===== config.mk =====
export PLATFORM = sky130hd
export DESIGN_NAME = blob_tracker_top
export DESIGN_NICKNAME = d
export VERILOG_FILES = /design/src/blob_pkg.sv /design/src/blob_stats_if.sv /design/src/px_coord_if.sv /design/src/blob_tracker_top.sv /design/src/apb_csr.sv /design/src/blob_accum.sv /design/src/luma_classifier.sv /design/src/coord_tracker.sv
export SDC_FILE = /design/constraint.sdc
export NUM_CORES = 1
export LEC_CHECK = 0
export ABC_AREA = 0
export BUFFER_PORTS_ARGS = -buffer_cell sky130_fd_sc_hd__buf_2
export CAP_MARGIN = 5
export CORE_MARGIN = 4
export CORE_UTILIZATION = 50
export CTS_BUF_LIST = sky130_fd_sc_hd__clkbuf_16
export DETAILED_ROUTE_END_ITERATION = 10
export GPL_TIMING_DRIVEN = 0
export PLACE_DENSITY = 0.72
export SLEW_MARGIN = 0
export SYNTH_ARGS = -nofsm -noshare
export SYNTH_HDL_FRONTEND = slang
export SYNTH_HIERARCHICAL = 1
export SYNTH_SLANG_ARGS = --single-unit

===== constraint.sdc =====
create_clock -name pclk -period 2.31 [get_ports pclk]
set_clock_uncertainty 0.2 [all_clocks]
set_input_delay 0.1155 -clock pclk [delete_from_list [all_inputs] [get_ports pclk]]
set_output_delay 0.1155 -clock pclk [all_outputs]
set_load 0.02 [all_outputs]

===== src/blob_pkg.sv =====
`default_nettype none

package blob_pkg;

    // --------------------------------------------------
    // Frame geometry
    // --------------------------------------------------
    localparam int frame_width  = 640;
    localparam int frame_height = 480;
    localparam int coord_w      = 10;

    // Column or line number
    typedef logic [coord_w-1:0] coord_t;
    // RGB444 with red on top and blue at the bottom
    typedef logic [11:0] pixel_t;
    // Luma and threshold on the same 4-bit scale
    typedef logic [3:0]  luma_t;
    // Mask pixel count, wide enough for a full frame
    typedef logic [18:0] area_t;
    typedef logic [15:0] frame_cnt_t;

    // Min reported when a frame has no mask pixels
    localparam coord_t coord_empty_min = 10'h3FF;

    // --------------------------------------------------
    // APB register map
    // --------------------------------------------------
    typedef logic [7:0]  apb_addr_t;
    typedef logic [31:0] apb_data_t;

    // Control register holds enable and threshold
    localparam apb_addr_t addr_ctrl   = 8'h00;
    // Frame count low half, valid flag at bit 16
    localparam apb_addr_t addr_status = 8'h04;
    // Both bbox words keep min low and max high
    localparam apb_addr_t addr_bbox_x = 8'h08;
    localparam apb_addr_t addr_bbox_y = 8'h0C;
    localparam apb_addr_t addr_area   = 8'h10;

    // Control field positions
    localparam int ctrl_en_bit  = 0;
    localparam int ctrl_thr_lsb = 4;
    // Upper field of a bbox word
    localparam int bbox_max_lsb = 16;

endpackage

`default_nettype wire

===== src/blob_stats_if.sv =====
`timescale 1ns/1ps
`default_nettype none

// Latched results of the last completed frame
interface blob_stats_if;
    import blob_pkg::*;

    coord_t     min_x;
    coord_t     max_x;
    coord_t     min_y;
    coord_t     max_y;
    area_t      area;
    frame_cnt_t frame_count;
    // Set once the first frame has ended
    logic       stats_valid;

    modport src (output min_x, max_x, min_y, max_y, area, frame_count, stats_valid);

    modport dst (input min_x, max_x, min_y, max_y, area, frame_count, stats_valid);

endinterface

`default_nettype wire


===== src/px_coord_if.sv =====
`timescale 1ns/1ps
`default_nettype none

// Pixel position stream out of the coordinate tracker
interface px_coord_if;
    import blob_pkg::*;

    coord_t x;
    coord_t y;
    // Pixel present on this cycle
    logic   valid;
    // One-cycle frame markers
    logic   frame_start;
    logic   frame_end;

    // Tracker side
    modport src (output x, y, valid, frame_start, frame_end);

    // Accumulator side
    modport dst (input x, y, valid, frame_start, frame_end);

endinterface

`default_nettype wire


===== src/blob_tracker_top.sv =====
`timescale 1ns/1ps
`default_nettype none

module blob_tracker_top (
    input  logic                pclk,
    input  logic                r2_rst_pclk,
    // Camera stream
    input  blob_pkg::pixel_t    pix_data,
    input  logic                pix_valid,
    input  logic                href,
    input  logic                vsync,
    // APB slave
    input  logic                psel,
    input  logic                penable,
    input  logic                pwrite,
    input  blob_pkg::apb_addr_t paddr,
    input  blob_pkg::apb_data_t pwdata,
    output blob_pkg::apb_data_t prdata,
    output logic                pready,
    output logic                pslverr
);
    import blob_pkg::*;

    logic  mask, mask_valid;
    logic  enable;
    luma_t threshold;

    px_coord_if   coord_bus ();
    blob_stats_if stats_bus ();

    // --------------------------------------------------
    // Pixel path, position and mask side by side
    // --------------------------------------------------
    coord_tracker coord_trk (
        .pclk(pclk),
        .r2_rst_pclk(r2_rst_pclk),
        .href(href),
        .vsync(vsync),
        .pix_valid(pix_valid),
        .coord(coord_bus.src)
    );

    luma_classifier luma_cls (
        .pclk(pclk),
        .r2_rst_pclk(r2_rst_pclk),
        .pix_data(pix_data),
        .pix_valid(pix_valid),
        .enable(enable),
        .threshold(threshold),
        .mask(mask),
        .mask_valid(mask_valid)
    );

    // Box and area per frame
    blob_accum blob_acc (
        .pclk(pclk),
        .r2_rst_pclk(r2_rst_pclk),
        .coord(coord_bus.dst),
        .mask(mask),
        .mask_valid(mask_valid),
        .stats(stats_bus.src)
    );

    // --------------------------------------------------
    // Register block
    // --------------------------------------------------
    apb_csr csr (
        .pclk(pclk),
        .r2_rst_pclk(r2_rst_pclk),
        .psel(psel),
        .penable(penable),
        .pwrite(pwrite),
        .paddr(paddr),
        .pwdata(pwdata),
        .prdata(prdata),
        .pready(pready),
        .pslverr(pslverr),
        .stats(stats_bus.dst),
        .enable(enable),
        .threshold(threshold)
    );

endmodule

`default_nettype wire


===== src/apb_csr.sv =====
`timescale 1ns/1ps
`default_nettype none

module apb_csr (
    input  logic                pclk,
    input  logic                r2_rst_pclk,
    input  logic                psel,
    input  logic                penable,
    input  logic                pwrite,
    input  blob_pkg::apb_addr_t paddr,
    input  blob_pkg::apb_data_t pwdata,
    output blob_pkg::apb_data_t prdata,
    output logic                pready,
    output logic                pslverr,
    blob_stats_if.dst           stats,
    output logic                enable,
    output blob_pkg::luma_t     threshold
);
    import blob_pkg::*;

    logic      ctrl_en;
    luma_t     ctrl_thr;
    logic      mapped;
    logic      access;
    apb_data_t rd_data;

    // Zero-wait slave
    assign pready = 1'b1;
    assign access = psel && penable;

    // --------------------------------------------------
    // Address decode and read mux
    // --------------------------------------------------
    always_comb begin
        mapped = 1'b1;
        rd_data = '0;
        case (paddr)
            addr_ctrl: begin
                rd_data[ctrl_en_bit] = ctrl_en;
                rd_data[ctrl_thr_lsb +: 4] = ctrl_thr;
            end
            addr_status: rd_data = {15'd0, stats.stats_valid, stats.frame_count};
            addr_bbox_x: begin
                rd_data[coord_w-1:0] = stats.min_x;
                rd_data[bbox_max_lsb +: coord_w] = stats.max_x;
            end
            addr_bbox_y: begin
                rd_data[coord_w-1:0] = stats.min_y;
                rd_data[bbox_max_lsb +: coord_w] = stats.max_y;
            end
            addr_area: rd_data = {13'd0, stats.area};
            default: mapped = 1'b0;
        endcase
    end

    assign prdata = rd_data;
    // Unmapped, or a write to a read-only word
    assign pslverr = access && (!mapped || (pwrite && paddr != addr_ctrl));

    // Control write at the access edge
    always_ff @(posedge pclk or negedge r2_rst_pclk) begin
        if (!r2_rst_pclk) begin
            ctrl_en <= 1'b0;
            ctrl_thr <= '0;
        end else if (access && pwrite && paddr == addr_ctrl) begin
            ctrl_en <= pwdata[ctrl_en_bit];
            ctrl_thr <= pwdata[ctrl_thr_lsb +: 4];
        end
    end

    assign enable = ctrl_en;
    assign threshold = ctrl_thr;

    // Access phase only right after a setup phase
    assert property (@(posedge pclk) disable iff (!r2_rst_pclk)
        penable |-> psel && $past(psel && !penable));

endmodule

`default_nettype wire


===== src/blob_accum.sv =====
`timescale 1ns/1ps
`default_nettype none

module blob_accum (
    input  logic      pclk,
    input  logic      r2_rst_pclk,
    px_coord_if.dst   coord,
    input  logic      mask,
    input  logic      mask_valid,
    blob_stats_if.src stats
);
    import blob_pkg::*;

    coord_t run_min_x, run_max_x;
    coord_t run_min_y, run_max_y;
    area_t  run_area;
    logic   hit;

    // Mask pixel with a valid position
    assign hit = coord.valid && mask_valid && mask;

    // --------------------------------------------------
    // Running box and area
    // --------------------------------------------------
    always_ff @(posedge pclk or negedge r2_rst_pclk) begin
        if (!r2_rst_pclk) begin
            run_min_x <= coord_empty_min;
            run_min_y <= coord_empty_min;
            run_max_x <= '0;
            run_max_y <= '0;
            run_area <= '0;
        end else if (coord.frame_start) begin
            // Empty box for the new frame
            run_min_x <= coord_empty_min;
            run_min_y <= coord_empty_min;
            run_max_x <= '0;
            run_max_y <= '0;
            run_area <= '0;
        end else if (hit) begin
            if (coord.x < run_min_x) run_min_x <= coord.x;
            if (coord.x > run_max_x) run_max_x <= coord.x;
            if (coord.y < run_min_y) run_min_y <= coord.y;
            if (coord.y > run_max_y) run_max_y <= coord.y;
            run_area <= run_area + area_t'(1);
        end
    end

    // --------------------------------------------------
    // Frame end latch
    // --------------------------------------------------
    always_ff @(posedge pclk or negedge r2_rst_pclk) begin
        if (!r2_rst_pclk) begin
            stats.min_x <= '0;
            stats.max_x <= '0;
            stats.min_y <= '0;
            stats.max_y <= '0;
            stats.area <= '0;
            stats.frame_count <= '0;
            stats.stats_valid <= 1'b0;
        end else if (coord.frame_end) begin
            stats.min_x <= run_min_x;
            stats.max_x <= run_max_x;
            stats.min_y <= run_min_y;
            stats.max_y <= run_max_y;
            stats.area <= run_area;
            stats.frame_count <= stats.frame_count + frame_cnt_t'(1);
            stats.stats_valid <= 1'b1;
        end
    end

    // A populated box never comes out inverted
    assert property (@(posedge pclk) disable iff (!r2_rst_pclk)
        (stats.stats_valid && stats.area != '0) |->
        (stats.min_x <= stats.max_x && stats.min_y <= stats.max_y));

endmodule

`default_nettype wire


===== src/luma_classifier.sv =====
`timescale 1ns/1ps
`default_nettype none

module luma_classifier (
    input  logic             pclk,
    input  logic             r2_rst_pclk,
    input  blob_pkg::pixel_t pix_data,
    input  logic             pix_valid,
    input  logic             enable,
    input  blob_pkg::luma_t  threshold,
    output logic             mask,
    output logic             mask_valid
);
    import blob_pkg::*;

    // r + 2g + b tops out at 60
    logic [5:0] luma_sum;
    luma_t      luma;

    // --------------------------------------------------
    // Luma estimate
    // --------------------------------------------------
    assign luma_sum = {2'b00, pix_data[11:8]}
                    + {1'b0, pix_data[7:4], 1'b0}
                    + {2'b00, pix_data[3:0]};

    // Divide by 4 and truncate
    assign luma = luma_sum[5:2];

    // Registered with the tracker stage so both paths line up
    always_ff @(posedge pclk or negedge r2_rst_pclk) begin
        if (!r2_rst_pclk) begin
            mask <= 1'b0;
            mask_valid <= 1'b0;
        end else begin
            mask <= enable && (luma >= threshold);
            mask_valid <= pix_valid;
        end
    end

endmodule

`default_nettype wire


===== src/coord_tracker.sv =====
`timescale 1ns/1ps
`default_nettype none

module coord_tracker (
    input  logic   pclk,
    input  logic   r2_rst_pclk,
    input  logic   href,
    input  logic   vsync,
    input  logic   pix_valid,
    px_coord_if.src coord
);
    import blob_pkg::*;

    logic   href_d1;
    logic   vsync_d1, vsync_d2;
    logic   line_end;
    coord_t x_cnt;
    coord_t y_cnt;

    // Line ends on href falling
    assign line_end = href_d1 && !href;

    always_ff @(posedge pclk or negedge r2_rst_pclk) begin
        if (!r2_rst_pclk) begin
            href_d1 <= 1'b0;
            // Idle high, so release never looks like a frame end
            vsync_d1 <= 1'b1;
            vsync_d2 <= 1'b1;
            x_cnt <= '0;
            y_cnt <= '0;
            coord.x <= '0;
            coord.y <= '0;
            coord.valid <= 1'b0;
            coord.frame_start <= 1'b0;
            coord.frame_end <= 1'b0;
        end else begin
            href_d1 <= href;
            vsync_d1 <= vsync;
            vsync_d2 <= vsync_d1;

            // Current position goes out with the pixel
            coord.x <= x_cnt;
            coord.y <= y_cnt;
            coord.valid <= pix_valid && href;

            // Frame markers, one cycle after the sampled edge
            coord.frame_start <= vsync_d2 && !vsync_d1;
            coord.frame_end <= !vsync_d2 && vsync_d1;

            // Column count
            if (line_end) begin
                x_cnt <= '0;
            end else if (pix_valid && href) begin
                x_cnt <= x_cnt + coord_t'(1);
            end

            // Line count, frame start has priority
            if (vsync_d2 && !vsync_d1) begin
                y_cnt <= '0;
            end else if (line_end) begin
                if (y_cnt == coord_t'(frame_height - 1))
                    y_cnt <= '0;
                else
                    y_cnt <= y_cnt + coord_t'(1);
            end
        end
    end

    // More pixels per line than the frame is wide
    assert property (@(posedge pclk) disable iff (!r2_rst_pclk)
        coord.valid |-> coord.x < coord_t'(frame_width));

endmodule

`default_nettype wire


* Yosys cells after proc, flatten, opt, wreduce, memory -nomap -nowiden
Index checks and enable logic that the tools add are counted.
Word-level totals: register bits after elaboration 188, bits of input ports 60, output and inout bits 34, word-level logic and storage cells 99
Operators by class: add/subtract/negate cells 6, $lt $le $gt $ge 5, equal/unequal tests 5, mux-type cells 26, reductions and logical operators 31
Operators with widths (count):
- two-way mux 10 bit | 17
- one-hot mux 10 bit (4 select lines) | 1
- two-way mux 19 bit | 2
- adder 10 x 1 -> 10 bit (second input constant) | 2
- greater-than comparator 10 bit | 2
- less-than comparator 10 bit | 2
- one-hot mux 4 bit (5 select lines) | 1
- adder 19 x 1 -> 19 bit (second input constant) | 1
- adder 16 x 1 -> 16 bit (second input constant) | 1
- equality test 8 x 4 -> 1 bit (second input constant) | 2
- nonzero test 2 bit | 7
- logical AND 1 bit | 12
- one-hot mux 3 bit (4 select lines) | 1
- one-hot mux 6 bit (2 select lines) | 1
- equality test 10 x 9 -> 1 bit (second input constant) | 1
- equality test 8 x 3 -> 1 bit (second input constant) | 1
- equality test 8 x 5 -> 1 bit (second input constant) | 1
- logical NOT 8 bit | 1
- one-hot mux 2 bit (4 select lines) | 1
- AND reduction 2 bit | 4
- nonzero test 8 bit | 1
- adder 4 x 5 -> 6 bit | 1
- adder 6 x 4 -> 6 bit | 1
- one-hot mux 1 bit (5 select lines) | 1
- other kinds (5) | 8

* Depth between registers and ports, before layout
depth after elaboration 6, gate-level depth with buffers 11, depth with buffers taken out 11

* By module
Netlist, hierarchy kept.
By module, submodules not included:
- blob_accum | instances 1, cells each 587, area each 6693.9 um2, sequential area each 3403.3 um2
- coord_tracker | instances 1, cells each 133, area each 1670.4 um2, sequential area each 1153.6 um2
- apb_csr | instances 1, cells each 112, area each 910.9 um2, sequential area each 125.1 um2
- luma_classifier | instances 1, cells each 41, area each 376.6 um2, sequential area each 50.0 um2

* Worst setup path before layout
No wires, ideal clock.
kind input port to flip-flop, start point input pix_data[3], end point register luma_cls.mask, setup time 77 ps, arrival 1975 ps, data required time 2033 ps, slack 58 ps, stages on the path 9, path buffers 0, cells stage by stage fa_1 -> ha_1 -> and3b_1 -> a211oi_2 -> o311ai_1 -> ha_1 -> o21ai_0 -> a21o_1 -> a21oi_1
On the way: longest elaborated chain between the ends 3
Ends and longest elaborated chain:
- start: declaration | RTL line blob_tracker_top.sv:8 | input blob_pkg::pixel_t pix_data,
- adder 6 x 4 -> 6 bit | RTL line luma_classifier.sv:25 | + {2'b00, pix_data[3:0]};
- greater-or-equal comparator 4 bit | RTL line luma_classifier.sv:36 | mask <= enable && (luma >= threshold);
- logical AND 1 bit | RTL line luma_classifier.sv:36
- end signal: assignment | RTL line luma_classifier.sv:36
- end: declaration | RTL line luma_classifier.sv:11 | output logic mask,
No other way between the ends. A chain may end at the register's enable or synchronous reset.

* Worst setup path after layout
start point register blob_acc.run_min_y[4], end point register blob_acc.run_min_y[1]
On the way: longest elaborated chain between the ends 3
Ends and longest elaborated chain:
- start: declaration | RTL line blob_accum.sv:15 | coord_t run_min_y, run_max_y;
- start signal: assignment | RTL line blob_accum.sv:28 | run_min_y <= coord_empty_min;
- start signal: assignment | RTL line blob_accum.sv:35 | run_min_y <= coord_empty_min;
- start signal: assignment | RTL line blob_accum.sv:42 | if (coord.y < run_min_y) run_min_y <= coord.y;
- less-than comparator 10 bit | RTL line blob_accum.sv:42
- nonzero test 2 bit (no line)
- AND reduction 2 bit (no line)
No other way between the ends.

==> results.py <==
metrics = {
    "clocking": {
        "clkTransAtPathRegs_ns": 0.07,
        "worst_skew_pair.late_latency_ns": 0.43,
        "cts-htree-levels": 4,
        "cts_buffer_depth": 2,
        "clk_root_buffer_cell": "clkbuf_16",
        "cts.sink_count": 188,
        "cts_tree": "done",
        "cts_inserted_buffers": 17,
    },
    "sta": {
        "final_hold_viol_count": 0,
        "fin_tns_setup_ns": 0,
        "max-slew-margin-rel_pct": 56.4,
        "setup_ws_ns": 0.0145,
        "layout_min_cycle_time_ns": 2.30,
        "rsz_0062_raised_after_global_routing": "yes",
        "finalSetupViolations": 0,
        "tightest_slew_ns": 0.653,
        "slew_viol_final": 0,
        "timing.fmax_ghz": 0.436,
        "fin_crit_sh_pct": 99.4,
    },
    "logic_synthesis": {
        "post_synth_num_cell_types": 64,
        "synthesis.area_per_instance_sq_um": 11.1,
        "synthArstFlopShare_pct": 100,
        "synthesis.yosys.warnings": 6,
        "synth-main-ff-cell": "dfrtp_1",
        "ys_seq_elements": 188,
        "netlist_area_before_placement_sq_um": 9650,
        "synth_edf_count": 0,
        "post_synth_inst_count": 873,
        "synth.yosys.seq_area_share_pct": 49.0,
    },
    "floorplan": {
        "dieHeight_um": 147,
        "floorplan.die.width_um": 147,
        "floorplan.io_pins": 94,
        "core_region_area_sq_um": 18800,
        "floorplan.initialDensity_pct": 51.3,
        "area_enclosed_by_the_die_boundary_sq_um": 21600,
        "rows": 50,
    },
    "setup_path": {
        "critical_path.endpoint": "blob_acc/run_min_y[1]",
        "rr_worst_depth": 8,
        "worstSetupStartpoint": "blob_acc/run_min_y[4]",
        "worstSetupPathType": "register to register",
        "cp.required_ns": 2.46,
        "r2r_setup_slack_ns": 0.01,
        "r2r-start": "blob_acc/run_min_y[4]",
        "worstReg2RegEnd": "blob_acc/run_min_y[1]",
        "critPathCaptureType": "register",
        "worst_path_arrival_time_ns": 2.45,
        "cp_max_fo": 5,
        "setup.worst_path.start_class": "register",
    },
    "detailed_routing": {
        "post_drt_wl_per_cell_um": 17.3,
        "drt.antenna.violating_nets": 0,
        "detailedRoute.firstPassIterationCount": 5,
        "via_count": 6761,
        "drt_first_iter_violations": 375,
        "route.final.wire_length_um": 21600,
        "drcViolationCount": 0,
        "via_per_inst": 5.40,
    },
    "placed_design": {
        "hpwl_um": 15400,
        "dp.cells": 1198,
        "port_buffers": 59,
        "placement.cell_area_sq_um": 10300,
        "gp_congestion": 0.836,
        "dpl_worst_slack_ns": -0.209,
    },
    "power": {
        "power.density_nw_per_um2": 632,
        "irDropWorstVdd_uv": 578,
        "leakage_nw": 5.24,
        "power.total_mw": 7.16,
    },
    "outcome": {
        "status": "finished, final reports clean",
    },
    "hold_path": {
        "holdCritPathClass": "input port to register",
    },
    "final_layout": {
        "antenna_cells": 0,
        "layout.cells.non_filler": 1252,
        "post_route_cells_drive_above_1_share_pct": 25.4,
        "layout-area-overhead-vs-synth_pct": 17.4,
        "post-route-cell-area_sq_um": 11300,
        "num-nets-final": 1092,
    },
    "run": {
        "drv_cap": 0,
    },
    "grt": {
        "grt_pass1_vias": 6857,
        "grt_first_pass_wirelength_um": 35200,
        "grt_overflow_total": 0,
        "antenna_found_initial": 0,
        "grt_max_degree": 125,
        "grt_util_all_layers_pct": 20.3,
    },
}
cell usage in the layout (no fill, tap or decap), types with 5 or more instances in the layout:
master and count:
a221o_1 8, nand4_1 17, dfrtp_1 165, conb_1 7
buf_2 65, a21oi_1 17, a21o_1 11, ha_4 8
buf_4 19, inv_1 62, buf_6 6, nor2b_1 5
xor2_1 14, dlygate4sd3_1 9, nand3_1 30, ha_1 40
and3_1 5, a22o_1 18, or3_1 10, nor2_1 86
nand2_1 37, nand2b_1 44, clkbuf_16 17, mux2_2 67
clkbuf_1 16, xnor2_1 20, dfstp_2 22, mux2i_1 49
o211ai_1 5, o21ai_0 17
worst max-delay path, stage by stage (launching register included):
cell and delay (ns):
dfstp_2 0.55, inv_2 0.05, ha_4 0.21, a21o_1 0.17
a21oi_2 0.13, o21ai_2 0.08, a2111oi_4 0.43, buf_6 0.19
mux2i_2 0.20
cells by family after synthesis:
logic type | after synthesis | share of synthesized area [%]
buf+inv | 103 | 4.71
compound gates | 101 | 7.56
fa+ha+maj | 54 | 7.29
xor+xnor | 34 | 3.09
other cells | 2 | 0.0778
flops | 188 | 49.0
mux | 119 | 13.2
simple gates | 272 | 15.1
report_power, final:
| group | switching (mW) | internal (mW) |
|---|---|---|
| clock | 1.24 | 1.80 |
| combinational | 0.350 | 0.277 |
| sequential | 0.121 | 3.38 |
| total | 1.71 | 5.46 |
area by class of cell:
| cell class | count | area (sq um) |
|---|---|---|
| Fill cell | 1550 | 7500 |
| Inverter | 63 | 236 |
| Tap cell | 260 | 325 |
| Buffer | 40 | 229 |
| Clock buffer | 17 | 425 |
| Clock inverter | 15 | 180 |
| Timing Repair Buffer | 82 | 528 |
| Sequential cell | 188 | 4730 |
| Multi-Input combinational cell | 587 | 4670 |
registers in the layout, indices dropped and copies added, names as in the netlist, 4 cells and up:
register                    cells
coord_trk/x_cnt                10
csr/threshold                   4
blob_acc/stats.max_y           10
coord_trk/coord.x              10
coord_trk/coord.y              10
blob_acc/stats.min_y           10
blob_acc/run_min_x             10
blob_acc/run_area              19
blob_acc/stats.max_x           10
coord_trk/y_cnt                10
blob_acc/stats.frame_count     16
blob_acc/run_max_x             10
blob_acc/stats.area            19
blob_acc/stats.min_x           10
blob_acc/run_max_y             10
blob_acc/run_min_y             10
repair_timing:
action	CTS	global route
gates resized for setup	6	35
pin swaps	3	10
endpoints found under the hold margin	90	0
hold buffers	9	0
buffers inserted	3	8
cloned	1	1
setup endpoints to repair	39	45
layer usage:
layer | GRT usage [%] | vias up | share of wire, %
met3 | 3.86 | 26 | 3.2
met2 | 32.5 | 109 | 48
met5 | 0 | - | 0
met4 | 6.06 | 0 | 1.7
met1 | 28.3 | 3393 | 47
li1 | - | 3233 | -
worst min-delay path by stage:
stage	startpoint	endpoint	slack, ns	cells past startpoint
after floorplan	r2_rst_pclk	blob_acc/run_area[0]	-0.38	0
after global placement	vsync	coord_trk/vsync_d1	0.02	1
after detailed placement	r2_rst_pclk	blob_acc/stats.area[15]	-0.10	1
after CTS	pwrite	csr/threshold[1]	0.01	4
after global routing	pwrite	csr/threshold[1]	0.02	4
final	pwrite	csr/threshold[1]	0.01	4
Yosys cell counts, types with 20 or more instances:
cell | instances | area share (%)
a21oi_1 | 20 | 1.0
dfrtp_1 | 166 | 43
dfstp_2 | 22 | 6.0
ha_1 | 49 | 6.4
inv_1 | 62 | 2.4
mux2_2 | 67 | 7.8
mux2i_1 | 52 | 5.4
nand2_1 | 37 | 1.4
nand2b_1 | 44 | 2.9
nand3_1 | 30 | 1.6
nor2_1 | 86 | 3.3
xnor2_1 | 20 | 1.8
metrics by stage:
stage	hold slack [ns]	utilization (%)
finish	0.0119	60.2
global route	0.0177	60.2
CTS	0.0125	59.0
detailed placement	-0.102	54.9
global placement	0.0208	54.7
floorplan	-0.380	-
Power figures use the tool's default switching activity.
